### config.mk
export PLATFORM = sky130hd
export DESIGN_NAME = acq_input_sync
export DESIGN_NICKNAME = d
export VERILOG_FILES = /design/src/acq_input_sync.sv
export SDC_FILE = /design/constraint.sdc
export NUM_CORES = 1
export LEC_CHECK = 0
export BUFFER_PORTS_ARGS = -buffer_cell sky130_fd_sc_hd__buf_2
export CORE_AREA = 4 4 41 43
export DETAILED_ROUTE_END_ITERATION = 8
export DIE_AREA = 0 0 45 47
export PLACE_DENSITY_LB_ADDON = 0.3
export SYNTH_ARGS = -nofsm -noshare
export SYNTH_HDL_FRONTEND = slang
export SYNTH_SLANG_ARGS = --single-unit
### constraint.sdc
create_clock -name adc_clk -period 0.8 [get_ports adc_clk]
set_input_delay 0.08 -clock adc_clk [delete_from_list [all_inputs] [get_ports adc_clk]]
set_output_delay 0.08 -clock adc_clk [all_outputs]
set_load 0.03 [all_outputs]
### src/acq_input_sync.sv
`timescale 1ns/1ps
`default_nettype none

module acq_input_sync (
    input  logic adc_clk,
    input  logic rst_n,
    input  logic acq_enable0,
    input  logic acq_enable1,
    input  logic acq_trig,
    input  logic initial_fill_num_wr,
    output logic wr_en,                // synced enable level, also acq_enabled
    output logic trig_pulse,           // one clock per trigger edge
    output logic fill_num_load         // one clock per fill number write
);

    logic en_s1;
    logic trig_s1, trig_s2, trig_s3;
    logic fnw_s1, fnw_s2, fnw_s3;

    //////////////////////////////////////////////////
    // two-flop synchronizers and edge history
    always_ff @(posedge adc_clk) begin
        if (!rst_n) begin
            en_s1      <= 1'b0;
            wr_en      <= 1'b0;
            trig_s1    <= 1'b0;
            trig_s2    <= 1'b0;
            trig_s3    <= 1'b0;
            trig_pulse <= 1'b0;
            fnw_s1     <= 1'b0;
            fnw_s2     <= 1'b0;
            fnw_s3     <= 1'b0;
        end else begin
            en_s1      <= acq_enable0 | acq_enable1;  // fill type ignored, either one enables
            wr_en      <= en_s1;
            trig_s1    <= acq_trig;
            trig_s2    <= trig_s1;
            trig_s3    <= trig_s2;                     // previous value for edge detect
            trig_pulse <= trig_s2 & ~trig_s3 & wr_en;  // triggers only count while acquiring
            fnw_s1     <= initial_fill_num_wr;
            fnw_s2     <= fnw_s1;
            fnw_s3     <= fnw_s2;
        end
    end

    assign fill_num_load = fnw_s2 & ~fnw_s3;  // rising edge of synced strobe

endmodule

`default_nettype wire

* Word level (Yosys, flattened, before mapping)
Cells that the tools add are included.
** Word-level totals
- Flip-flop bits (word level) :: 9
- Input bits :: 6
- Output and inout bits :: 3
- Logic and storage cells :: 15
** Operators by class
- Bitwise gates (word level) :: 6
** Operator list (count)
- $and A1 B1 Y1 :: 3
- $not A1 Y1 :: 2
- $or A1 B1 Y1 :: 1

* Longest topological paths before layout
Gate-level depths: netlist of run 1.
- Depth after elaboration :: 3
- Depth in mapped cells :: 1
- Gate-level depth less buffers :: 1

* Worst setup path after synthesis of run 1
Ideal clock, no wire load.
- Path kind :: register to output
- From :: register fnw_s2
- To :: output port fill_num_load
- Arrival time :: 0.753 ns
- Required time :: 0.720 ns
- Slack :: -0.033 ns
- Stages on the path, launching flop included :: 2
- Path buffers :: 0
- Cells stage by stage :: dfxtp_1 > nor2b_1
** On the way
- Word-level cells in the longest chain between the ends :: 1
** Ends and longest elaborated chain
- from (decl) :: line 18 : logic fnw_s1, fnw_s2, fnw_s3;
- from (signal assigned) :: line 41 : fnw_s2 <= fnw_s1;
- $and A1 B1 Y1 :: line 46 : assign fill_num_load = fnw_s2 & ~fnw_s3;
- to (decl) :: line 13 : output logic fill_num_load
Every way passes these cells.

* Final worst setup path of run 1
Ends and elaborated chain as after synthesis.

==> results.txt, run 1 <==
Top Ports: 9
worst slew pin tran: 0.1210 ns
Cells after Synth: 19
status: finished, violations left
Worst slew margin: 0.9193
Data arrival, critical path: 0.83 ns
via count: 161
DR pass1 iterations: 1
# hold bufs at CTS: 0
clk buf depth: 2
H-tree depth: 1
Worst Setup Start Kind: flop
critical path data required time: 0.72 ns
setup total negative slack: -0.1050 ns
GP Congestion: 0.5205
port bufs: 8
share of layout cells above drive strength 1: 0.7097
Mapped Nets: 25
count of final setup violators: 1
top cells by area, synth: dfxtp_1, and2_2, and4b_1, o21a_1, nor2b_1
CP max-delay cell: dfxtp_2
drt total wl: 376 um
skew final: 0.001860 ns
CTS Buf Count: 3
full die area: 2115 um2
synth cell count leaders: dfxtp_1, and2_2, and4b_1, nor2b_1, o21a_1
r2r endpoint: trig_pulse$_SDFF_PN0_
Die Span Y: 47 um
cell chain of the critical path: nor2b_4, buf_6
most instantiated library cell after synthesis: dfxtp_1
mean routed wirelength per cell: 8.174 um
n_diodes: 0
critical path class: reg2out
max capacitance violation total: 0
worst vdd ir: 0.0009368 V
layout net count: 38
failing checks: setup timing
Die X: 45 um
GRT Overall Usage: 0.05226
Leakage: 0.1664 nW
Crit. End Element: output port
setup slack, reg-to-reg: 0.21 ns
FMAX: 1.105 GHz
CTS tree: done
vias in the first global route: 163
Initial Util: 0.1971
Final Hold Vio Count: 0
Post-route DRC: 0
RSZ-0062 raised after global routing: yes
area leader, netlist: dfxtp_1
Yosys reg bits: 9
CP max stage delay: 0.32 ns
Synth cell types: 5
Post-synth ARST share: 0
Synth Cell Area: 256.5 um2
worst skew pair latency: 0.25 ns
reg-to-reg critical path startpoint: wr_en$_SDFF_PN0_
setup ws final: -0.1050 ns
Iteration-0 DRC Markers: 0
first-pass GRT wire length: 648 um
Hold/Removal Path Class: in2reg
total core area: 1301 um2
reg2reg path depth: 1
via density per instance: 3.500
PD cells: 2330 nW/um2
Slew Limit Fails: 0
Post-synth top flop: dfxtp_1
clk sinks: 9
# rows: 13
clk root buf: clkbuf_4
Final ANT Viol Nets: 0
Clock transition at path regs: 0.06 ns
crit path max fanout: 2
Final Cycle Share: 1.131
post-CTS setup buffer count: 0
Post-synth EDFFs: 0
Hold Path Depth: 2
antenna violations before repair: 0
sequential element share of the synthesized area: 0.7024
yosys warns: 0
syn_area_per_cell: 13.50 um2
Final Critical Period: 0.9050 ns
pin count of the biggest net entering global routing: 10
Synth top area share: 0.7024
Area growth syn-to-layout: 44.88%
total gr overflow: 0
pre-CTS WS: 0.1179 ns
Worst setup endpoint: fill_num_load
CP Launch Point: fnw_s2$_SDFF_PN0_
## layout by cell type (no fill, tap or decap)
cell and n:
and2_2 7, and4b_1 1, buf_2 5, buf_6 3, clkbuf_1 1, clkbuf_4 3, dfxtp_1 6, dfxtp_2 3
nor2b_4 1, o21a_1 1
## critical path, delay by kind of cell (launching register included)
family	cells	cell delay [ns]
flops	1	0.32
simple gates	1	0.13
buf+inv	1	0.13
## area by class of cell
class	count	area, um2
timing repair buffer	8	58.81
fill	146	929.6
clock buffer	4	26.28
multi-input combinational	10	83.83
sequential	9	183.9
tap	15	18.77
## worst min-delay path by stage
stage,from,endpoint
after floorplan,acq_enable0,en_s1$_SDFF_PN0_
after global placement,acq_enable0,en_s1$_SDFF_PN0_
after detailed placement,acq_enable0,en_s1$_SDFF_PN0_
after CTS,acq_enable0,en_s1$_SDFF_PN0_
after global routing,initial_fill_num_wr,fnw_s1$_SDFF_PN0_
final,acq_enable0,en_s1$_SDFF_PN0_
## flip-flops by register name (all words and copies together) (netlist names)
register / cells
fnw_s3: 1
wr_en: 1
trig_pulse: 1
fnw_s2: 1
en_s1: 1
trig_s2: 1
trig_s1: 1
fnw_s1: 1
trig_s3: 1
## where the power goes
group | internal, mW | total (mW) | switching, mW
Clock | 0.191 | 0.336 | 0.145
Combinational | 0.0328 | 0.0563 | 0.0235
Sequential | 0.468 | 0.474 | 0.00591
Total | 0.692 | 0.866 | 0.174
## routing by layer
metal	vias to the layer above	part of all wire	routed length, um	track usage
met5	-	0	0	0
met4	0	0.011	4	0.08772
met1	68	0.40	151	0.05034
met2	7	0.49	185	0.05650
met3	2	0.093	35	0.03448
li1	84	-	-	-
## repair_timing
| item | CTS | global route |
|---|---|---|
| endpoints found under the hold margin | 0 | 0 |
| endpoints found under the setup margin | 3 | 3 |
| gates resized for setup | 9 | 1 |
## logic make-up after synthesis
kind of cell / synth area share
AO/OA/AOI/OAI: 0.02928
flip-flops: 0.7024
AND/OR/NAND/NOR: 0.2683
## through the flow
step           area, um2  hold slack [ns]  power [mW]    util  cells
6_report           371.6          0.02831      0.8658  0.2856     46
3_3_place_gp       317.8           0.2757      0.5280  0.2442     42
2_1_floorplan      259.0           0.1902      0.5073       -     19
3_5_place_dp       317.8           0.2872      0.5305  0.2442     42
4_1_cts            370.4          0.01791      0.8908  0.2846     46
5_1_grt            371.6          0.02966      0.9274  0.2856     46
No activity file was read; power rests on OpenSTA's default activity.
==> run 2: changes to the inputs <==
--- a/config.mk
+++ b/config.mk
@@ -10,6 +10,7 @@
 export DETAILED_ROUTE_END_ITERATION = 8
 export DIE_AREA = 0 0 45 47
 export PLACE_DENSITY_LB_ADDON = 0.3
+export REMOVE_ABC_BUFFERS = 1
 export SYNTH_ARGS = -nofsm -noshare
 export SYNTH_HDL_FRONTEND = slang
 export SYNTH_SLANG_ARGS = --single-unit
==> run 2 against run 1 <==
First-iteration DRC count is the same; the run still ends with setup timing left; worst hold slack got worse by 0.0072 ns; via count is 1.2% higher; clock power is 1% higher; power down 0.16%; design area down 3.0%; register-to-register slack is essentially flat.
==> results.txt, run 2 (synthesized netlist as in run 1, its figures left out) <==
Area growth syn-to-layout: 40.49%
H-tree depth: 1 (unchanged)
dpl cells: 42 (unchanged)
commonest cells after routing, fill and taps aside: and2_2, dfxtp_1, buf_2
pin count of the biggest net entering global routing: 10 (unchanged)
Hold/Removal Path Class: in2reg
drt total wl: 363 um (-3.5%)
Initial Util: 0.1971 (unchanged)
total gr overflow: 0 (unchanged)
status: finished, violations left
clk sinks: 9 (unchanged)
DR pass1 iterations: 1 (unchanged)
Crit. End Element: output port
layout net count: 38 (unchanged)
port bufs: 8 (unchanged)
worst vdd ir: 0.0009910 V (+5.8%)
FF/Latch Area: 183.9 um2 (unchanged)
crit path max fanout: 2 (unchanged)
share of layout cells above drive strength 1: 0.6774 (-0.03226)
critical path class: reg2out
clk buf depth: 2 (unchanged)
Die Span Y: 47 um (unchanged)
count of final setup violators: 1 (unchanged)
Post-Layout Inst Area: 360.3 um2 (-3.0%)
first-pass GRT wire length: 703 um (+8.5%)
Leakage: 0.1640 nW (-1.4%)
RSZ-0062 raised after global routing: yes
Final Critical Period: 0.9252 ns (+0.02016 ns)
skew final: 0.002488 ns (+0.0006278 ns)
commonest non-fill, non-tap cell in the layout: and2_2
Final ANT Viol Nets: 0 (unchanged)
Worst Setup Start Kind: flop
setup slack, reg-to-reg: 0.20 ns (about the same)
Placement Cell Area: 315.3 um2 (-0.79%)
# rows: 13 (unchanged)
worst skew pair latency: 0.25 ns (about the same)
Data arrival, critical path: 0.85 ns (+0.02 ns)
Multi-input gate area: 76.32 um2 (-9.0%)
Final Cycle Share: 1.156 (+0.02520)
GP Congestion: 0.5343 (+2.7%)
FMAX: 1.081 GHz (-2.2%)
# hold bufs at CTS: 0 (unchanged)
post-CTS setup buffer count: 0 (unchanged)
non-filler cells, final: 46 (unchanged)
Top Ports: 9 (unchanged)
Slew Limit Fails: 0 (unchanged)
clk root buf: clkbuf_4
max capacitance violation total: 0 (unchanged)
pre-CTS WS: 0.1128 ns (-0.005079 ns)
fill cell count: 138 (-5.5%)
Clock transition at path regs: 0.06 ns (about the same)
full die area: 2115 um2 (unchanged)
total core area: 1301 um2 (unchanged)
setup total negative slack: -0.1252 ns (-0.02016 ns)
critical path data required time: 0.72 ns (about the same)
worst slew pin tran: 0.1240 ns (+0.002951 ns)
failing checks: setup timing
via count: 163 (+1.2%)
vias in the first global route: 177 (+8.6%)
setup ws final: -0.1252 ns (-0.02016 ns)
CTS tree: done
Final Hold Vio Count: 0 (unchanged)
Die X: 45 um (unchanged)
PD cells: 2399 nW/um2 (+3.0%)
Worst slew margin: 0.9173 (-0.001967)
Pwr Total: 0.8644 mW (-0.16%)
Iteration-0 DRC Markers: 0 (unchanged)
antenna violations before repair: 0 (unchanged)
CTS Buf Count: 3 (unchanged)
Post-route DRC: 0 (unchanged)
via density per instance: 3.543 (+1.2%)
n_diodes: 0 (unchanged)
mean routed wirelength per cell: 7.891 um (-3.5%)
GRT Overall Usage: 0.05388 (+0.001626)
run 2: cell count changes in the layout (fill, tap and decap cells not counted):
cell / previous run / this run
nor2b_4: 1 / 0
nor2b_1: 0 / 1
buf_4: 0 / 1
buf_6: 3 / 2
run 2: what timing repair did:
action                                  CTS  global route
resized for setup                         8             0
endpoints found under the setup margin    3             3
pin swaps                                 0             0
run 2: worst max-delay path: stages (launching register included):
cell,delay [ns]
dfxtp_2,0.32
nor2b_1,0.11
buf_4,0.16
run 2: through the flow:
| stage | hold WS [ns] | util |
|---|---|---|
| floorplan | 0.1902 | - |
| global placement | 0.2758 | 0.2423 |
| detailed placement | 0.2794 | 0.2423 |
| CTS | 0.009304 | 0.2769 |
| global route | 0.01990 | 0.2769 |
| finish | 0.02115 | 0.2769 |
run 2: layout make-up:
cell class,count,area share
clock buffers,4,0.07292
well taps,15,0.05208
repair buffers,8,0.1528
flip-flops and latches,9,0.5104
multi-input cells,10,0.2118
run 2: layer usage:
layer  vias to the layer above  track usage  part of all wire
met5                         -            0                 0
met4                         0      0.01754                 0
met3                         0      0.07280              0.21
met2                        13      0.06215              0.36
met1                        65      0.05505              0.42
li1                         85            -                 -
run 2: final timing paths:
| kind | startpoint | depth (start not counted) | end |
|---|---|---|---|
| worst min-delay path | acq_enable0 | 2 | en_s1$_SDFF_PN0_ |
| worst max register to register | wr_en$_SDFF_PN0_ | 1 | trig_pulse$_SDFF_PN0_ |
| worst max-delay path | fnw_s2$_SDFF_PN0_ | 2 | fill_num_load |
| worst min register to register | en_s1$_SDFF_PN0_ | 1 | wr_en$_SDFF_PN0_ |
run 2: power by group:
| group | total [mW] | switching [mW] | leakage (nW) | internal [mW] |
|---|---|---|---|---|
| Clock | 0.340 | 0.148 | 0.0150 | 0.192 |
| Sequential | 0.473 | 0.00526 | 0.0754 | 0.468 |
| Combinational | 0.0518 | 0.0223 | 0.0737 | 0.0295 |
==> run 3: changes to the inputs <==
--- a/config.mk
+++ b/config.mk
@@ -5,6 +5,7 @@
 export SDC_FILE = /design/constraint.sdc
 export NUM_CORES = 1
 export LEC_CHECK = 0
+export ABC_AREA = 1
 export BUFFER_PORTS_ARGS = -buffer_cell sky130_fd_sc_hd__buf_2
 export CORE_AREA = 4 4 41 43
 export DETAILED_ROUTE_END_ITERATION = 8
==> run 3 against run 2 <==
The run still ends with setup timing left; largest power group unchanged; critical path type unchanged; worst hold slack better by 0.0086 ns; count of clock-buffer cells in the layout unchanged; clock power grew 1%.
==> results.txt, run 3 <==
FMAX: 1.072 GHz (-0.78%)
share of layout cells above drive strength 1: 0.3556 (-0.3219)
syn_area_per_cell: 8.367 um2 (-38%)
commonest non-fill, non-tap cell in the layout: inv_1
WHS Endpoint: en_s1$_SDFF_PN0_
pre-CTS WS: 0.1213 ns (+0.008501 ns)
Top Ports: 9 (unchanged)
pin count of the biggest net entering global routing: 9 (-1)
Hold/Removal Path Class: in2reg
PD cells: 2247 nW/um2 (-6.3%)
clk sinks: 9 (unchanged)
top cells by area, synth: dfxtp_1, inv_1, nand2_1, nor2_1, buf_2
via density per instance: 3.483 (-1.7%)
cell family with most CP delay: flip-flops
Worst Setup Start Kind: flop
via count: 209 (+28%)
clk root buf: clkbuf_4
CP max stage delay: 0.33 ns (about the same)
crit path buf inv count: 2 (+1)
WL met1: 153 um (unchanged)
most instantiated library cell after synthesis: inv_1
# rows: 13 (unchanged)
Post-route DRC: 0 (unchanged)
Final Util: 0.3019 (+0.02500)
n_diodes: 0 (unchanged)
CP max-delay cell: dfxtp_2
Slew Limit Fails: 0 (unchanged)
sequential element share of the synthesized area: 0.6729 (-0.02954)
Worst slew margin: 0.9102 (-0.007145)
Data arrival, critical path: 0.85 ns (about the same)
Area growth syn-to-layout: 46.73%
antenna violations before repair: 0 (unchanged)
setup slack, reg-to-reg: 0.28 ns (+0.08 ns)
H-tree depth: 1 (unchanged)
Post-Layout Inst Area: 392.9 um2 (+9.0%)
max capacitance violation total: 0 (unchanged)
critical path class: reg2out
worst slew pin tran: 0.1347 ns (+0.01072 ns)
Clock transition at path regs: 0.06 ns (about the same)
total gr overflow: 0 (unchanged)
Iteration-0 DRC Markers: 1 (+1)
synth cell count leaders: inv_1, dfxtp_1, nand2_1
met3 WL post-DR: 48 um (-38%)
Post-synth ARST share: 0 (unchanged)
hpwl dp: 248.9 um
setup ws final: -0.1325 ns (-0.007305 ns)
Final ANT Viol Nets: 0 (unchanged)
Yosys reg bits: 9 (unchanged)
cell chain of the critical path: inv_2, nor2_2, buf_6
Post-synth EDFFs: 0 (unchanged)
Leakage: 0.2244 nW (+37%)
r2r endpoint: trig_pulse$_SDFF_PN0_
met2 WL: 160 um (+22%)
Hold Path Depth: 3 (+1)
count of final setup violators: 1 (unchanged)
Synth top area share: 0.6729 (-0.02954)
worst skew pair latency: 0.25 ns (about the same)
area leader, netlist: dfxtp_1
setup total negative slack: -0.1325 ns (-0.007305 ns)
drt total wl: 379 um (+4.4%)
Cells after Synth: 32 (+13)
fill cell count: 149 (+8.0%)
DR pass1 iterations: 2 (+1)
total core area: 1301 um2 (unchanged)
worst vdd ir: 0.0006325 V (-36%)
post-CTS setup buffer count: 0 (unchanged)
layout net count: 52 (+37%)
full die area: 2115 um2 (unchanged)
Worst Hold Launch: acq_enable0
critical path data required time: 0.72 ns (about the same)
crit path max fanout: 2 (unchanged)
CTS tree: done
Synth Cell Area: 267.8 um2 (+4.4%)
Stages on worst setup path: 3 (+1)
status: finished, violations left
GRT Overall Usage: 0.04909 (-0.004793)
Final Critical Period: 0.9325 ns (+0.007305 ns)
yosys warns: 0 (unchanged)
vias in the first global route: 166 (-6.2%)
Fin Hold WS: 0.02973 ns (+0.008583 ns)
skew final: 0.0002136 ns (-0.002274 ns)
Die Span Y: 47 um (unchanged)
reg-to-reg critical path startpoint: trig_s3$_SDFF_PN0_
top routing layer in use: met4
reg2reg path depth: 3 (+2)
Crit. End Element: output port
Placement Cell Area: 321.6 um2 (+2.0%)
mean routed wirelength per cell: 6.317 um (-20%)
Initial Util: 0.2058 (+0.008654)
failing checks: setup timing
Post-synth top flop: dfxtp_1
RSZ-0062 raised after global routing: yes
clk buf depth: 2 (unchanged)
Synth cell types: 5 (unchanged)
GP Congestion: 0.6201 (+16%)
CTS Buf Count: 3 (unchanged)
Die X: 45 um (unchanged)
Final Hold Vio Count: 0 (unchanged)
first-pass GRT wire length: 641 um (-8.8%)
Final Cycle Share: 1.166 (+0.009131)
commonest cells after routing, fill and taps aside: inv_1, nand2_1, dfxtp_1
port bufs: 8 (unchanged)
run 3: changes by cell type in the layout (fill, tap and decap cells not counted), moves of 2 or more:
cell           before  now
nand2_1             0    8
nor2_1              0    3
inv_1               0    9
dlygate4sd3_1       0    2
and2_2              7    0
run 3: tightest hold or removal path: stages:
cell,delay [ns]
buf_2,0.08
nor2_1,0.03
nor2_1,0.07
run 3: area by class of cell:
class | count | area (um2) | share of cell area
well taps | 15 | 18.77 | 0.04777
clock buffers | 4 | 26.28 | 0.06688
multi-input cells | 12 | 47.55 | 0.1210
flip-flops and latches | 9 | 183.9 | 0.4682
repair buffers | 10 | 78.83 | 0.2006
inverters | 10 | 37.54 | 0.09554
run 3: metal layers:
layer,global-route usage,vias up
li1,-,111
met1,0.04577,85
met2,0.05932,9
met3,0.03448,4
met4,0.07018,0
met5,0,-
run 3: worst max path at each step:
stage / start / to
2_1_floorplan: fnw_s2$_SDFF_PN0_ / fill_num_load
3_3_place_gp: fnw_s2$_SDFF_PN0_ / fill_num_load
3_5_place_dp: fnw_s2$_SDFF_PN0_ / fill_num_load
4_1_cts: fnw_s2$_SDFF_PN0_ / fill_num_load
5_1_grt: fnw_s2$_SDFF_PN0_ / fill_num_load
6_report: fnw_s2$_SDFF_PN0_ / fill_num_load
run 3: report_power, final:
part	internal (mW)	switching (mW)
sequential	0.468	0.00599
clock	0.192	0.153
combinational	0.0327	0.0309
run 3: what timing repair did:
item                                   CTS  global route
resized for setup                        7             4
setup endpoints to repair                3             3
hold buffers                             2             0
endpoints found under the hold margin    2             0
pin swaps                                0             1
run 3: logic make-up after synthesis:
kind of cell | synth area share
buffers and inverters | 0.1589
flip-flops | 0.6729
AND/OR/NAND/NOR | 0.1682
run 3: through the flow:
stage / std cells / power, mW
final: 60 / 0.8827
after global routing: 60 / 0.9292
after CTS: 60 / 0.9000
after detailed placement: 54 / 0.5313
after global placement: 54 / 0.5302
after floorplan: 31 / 0.5077
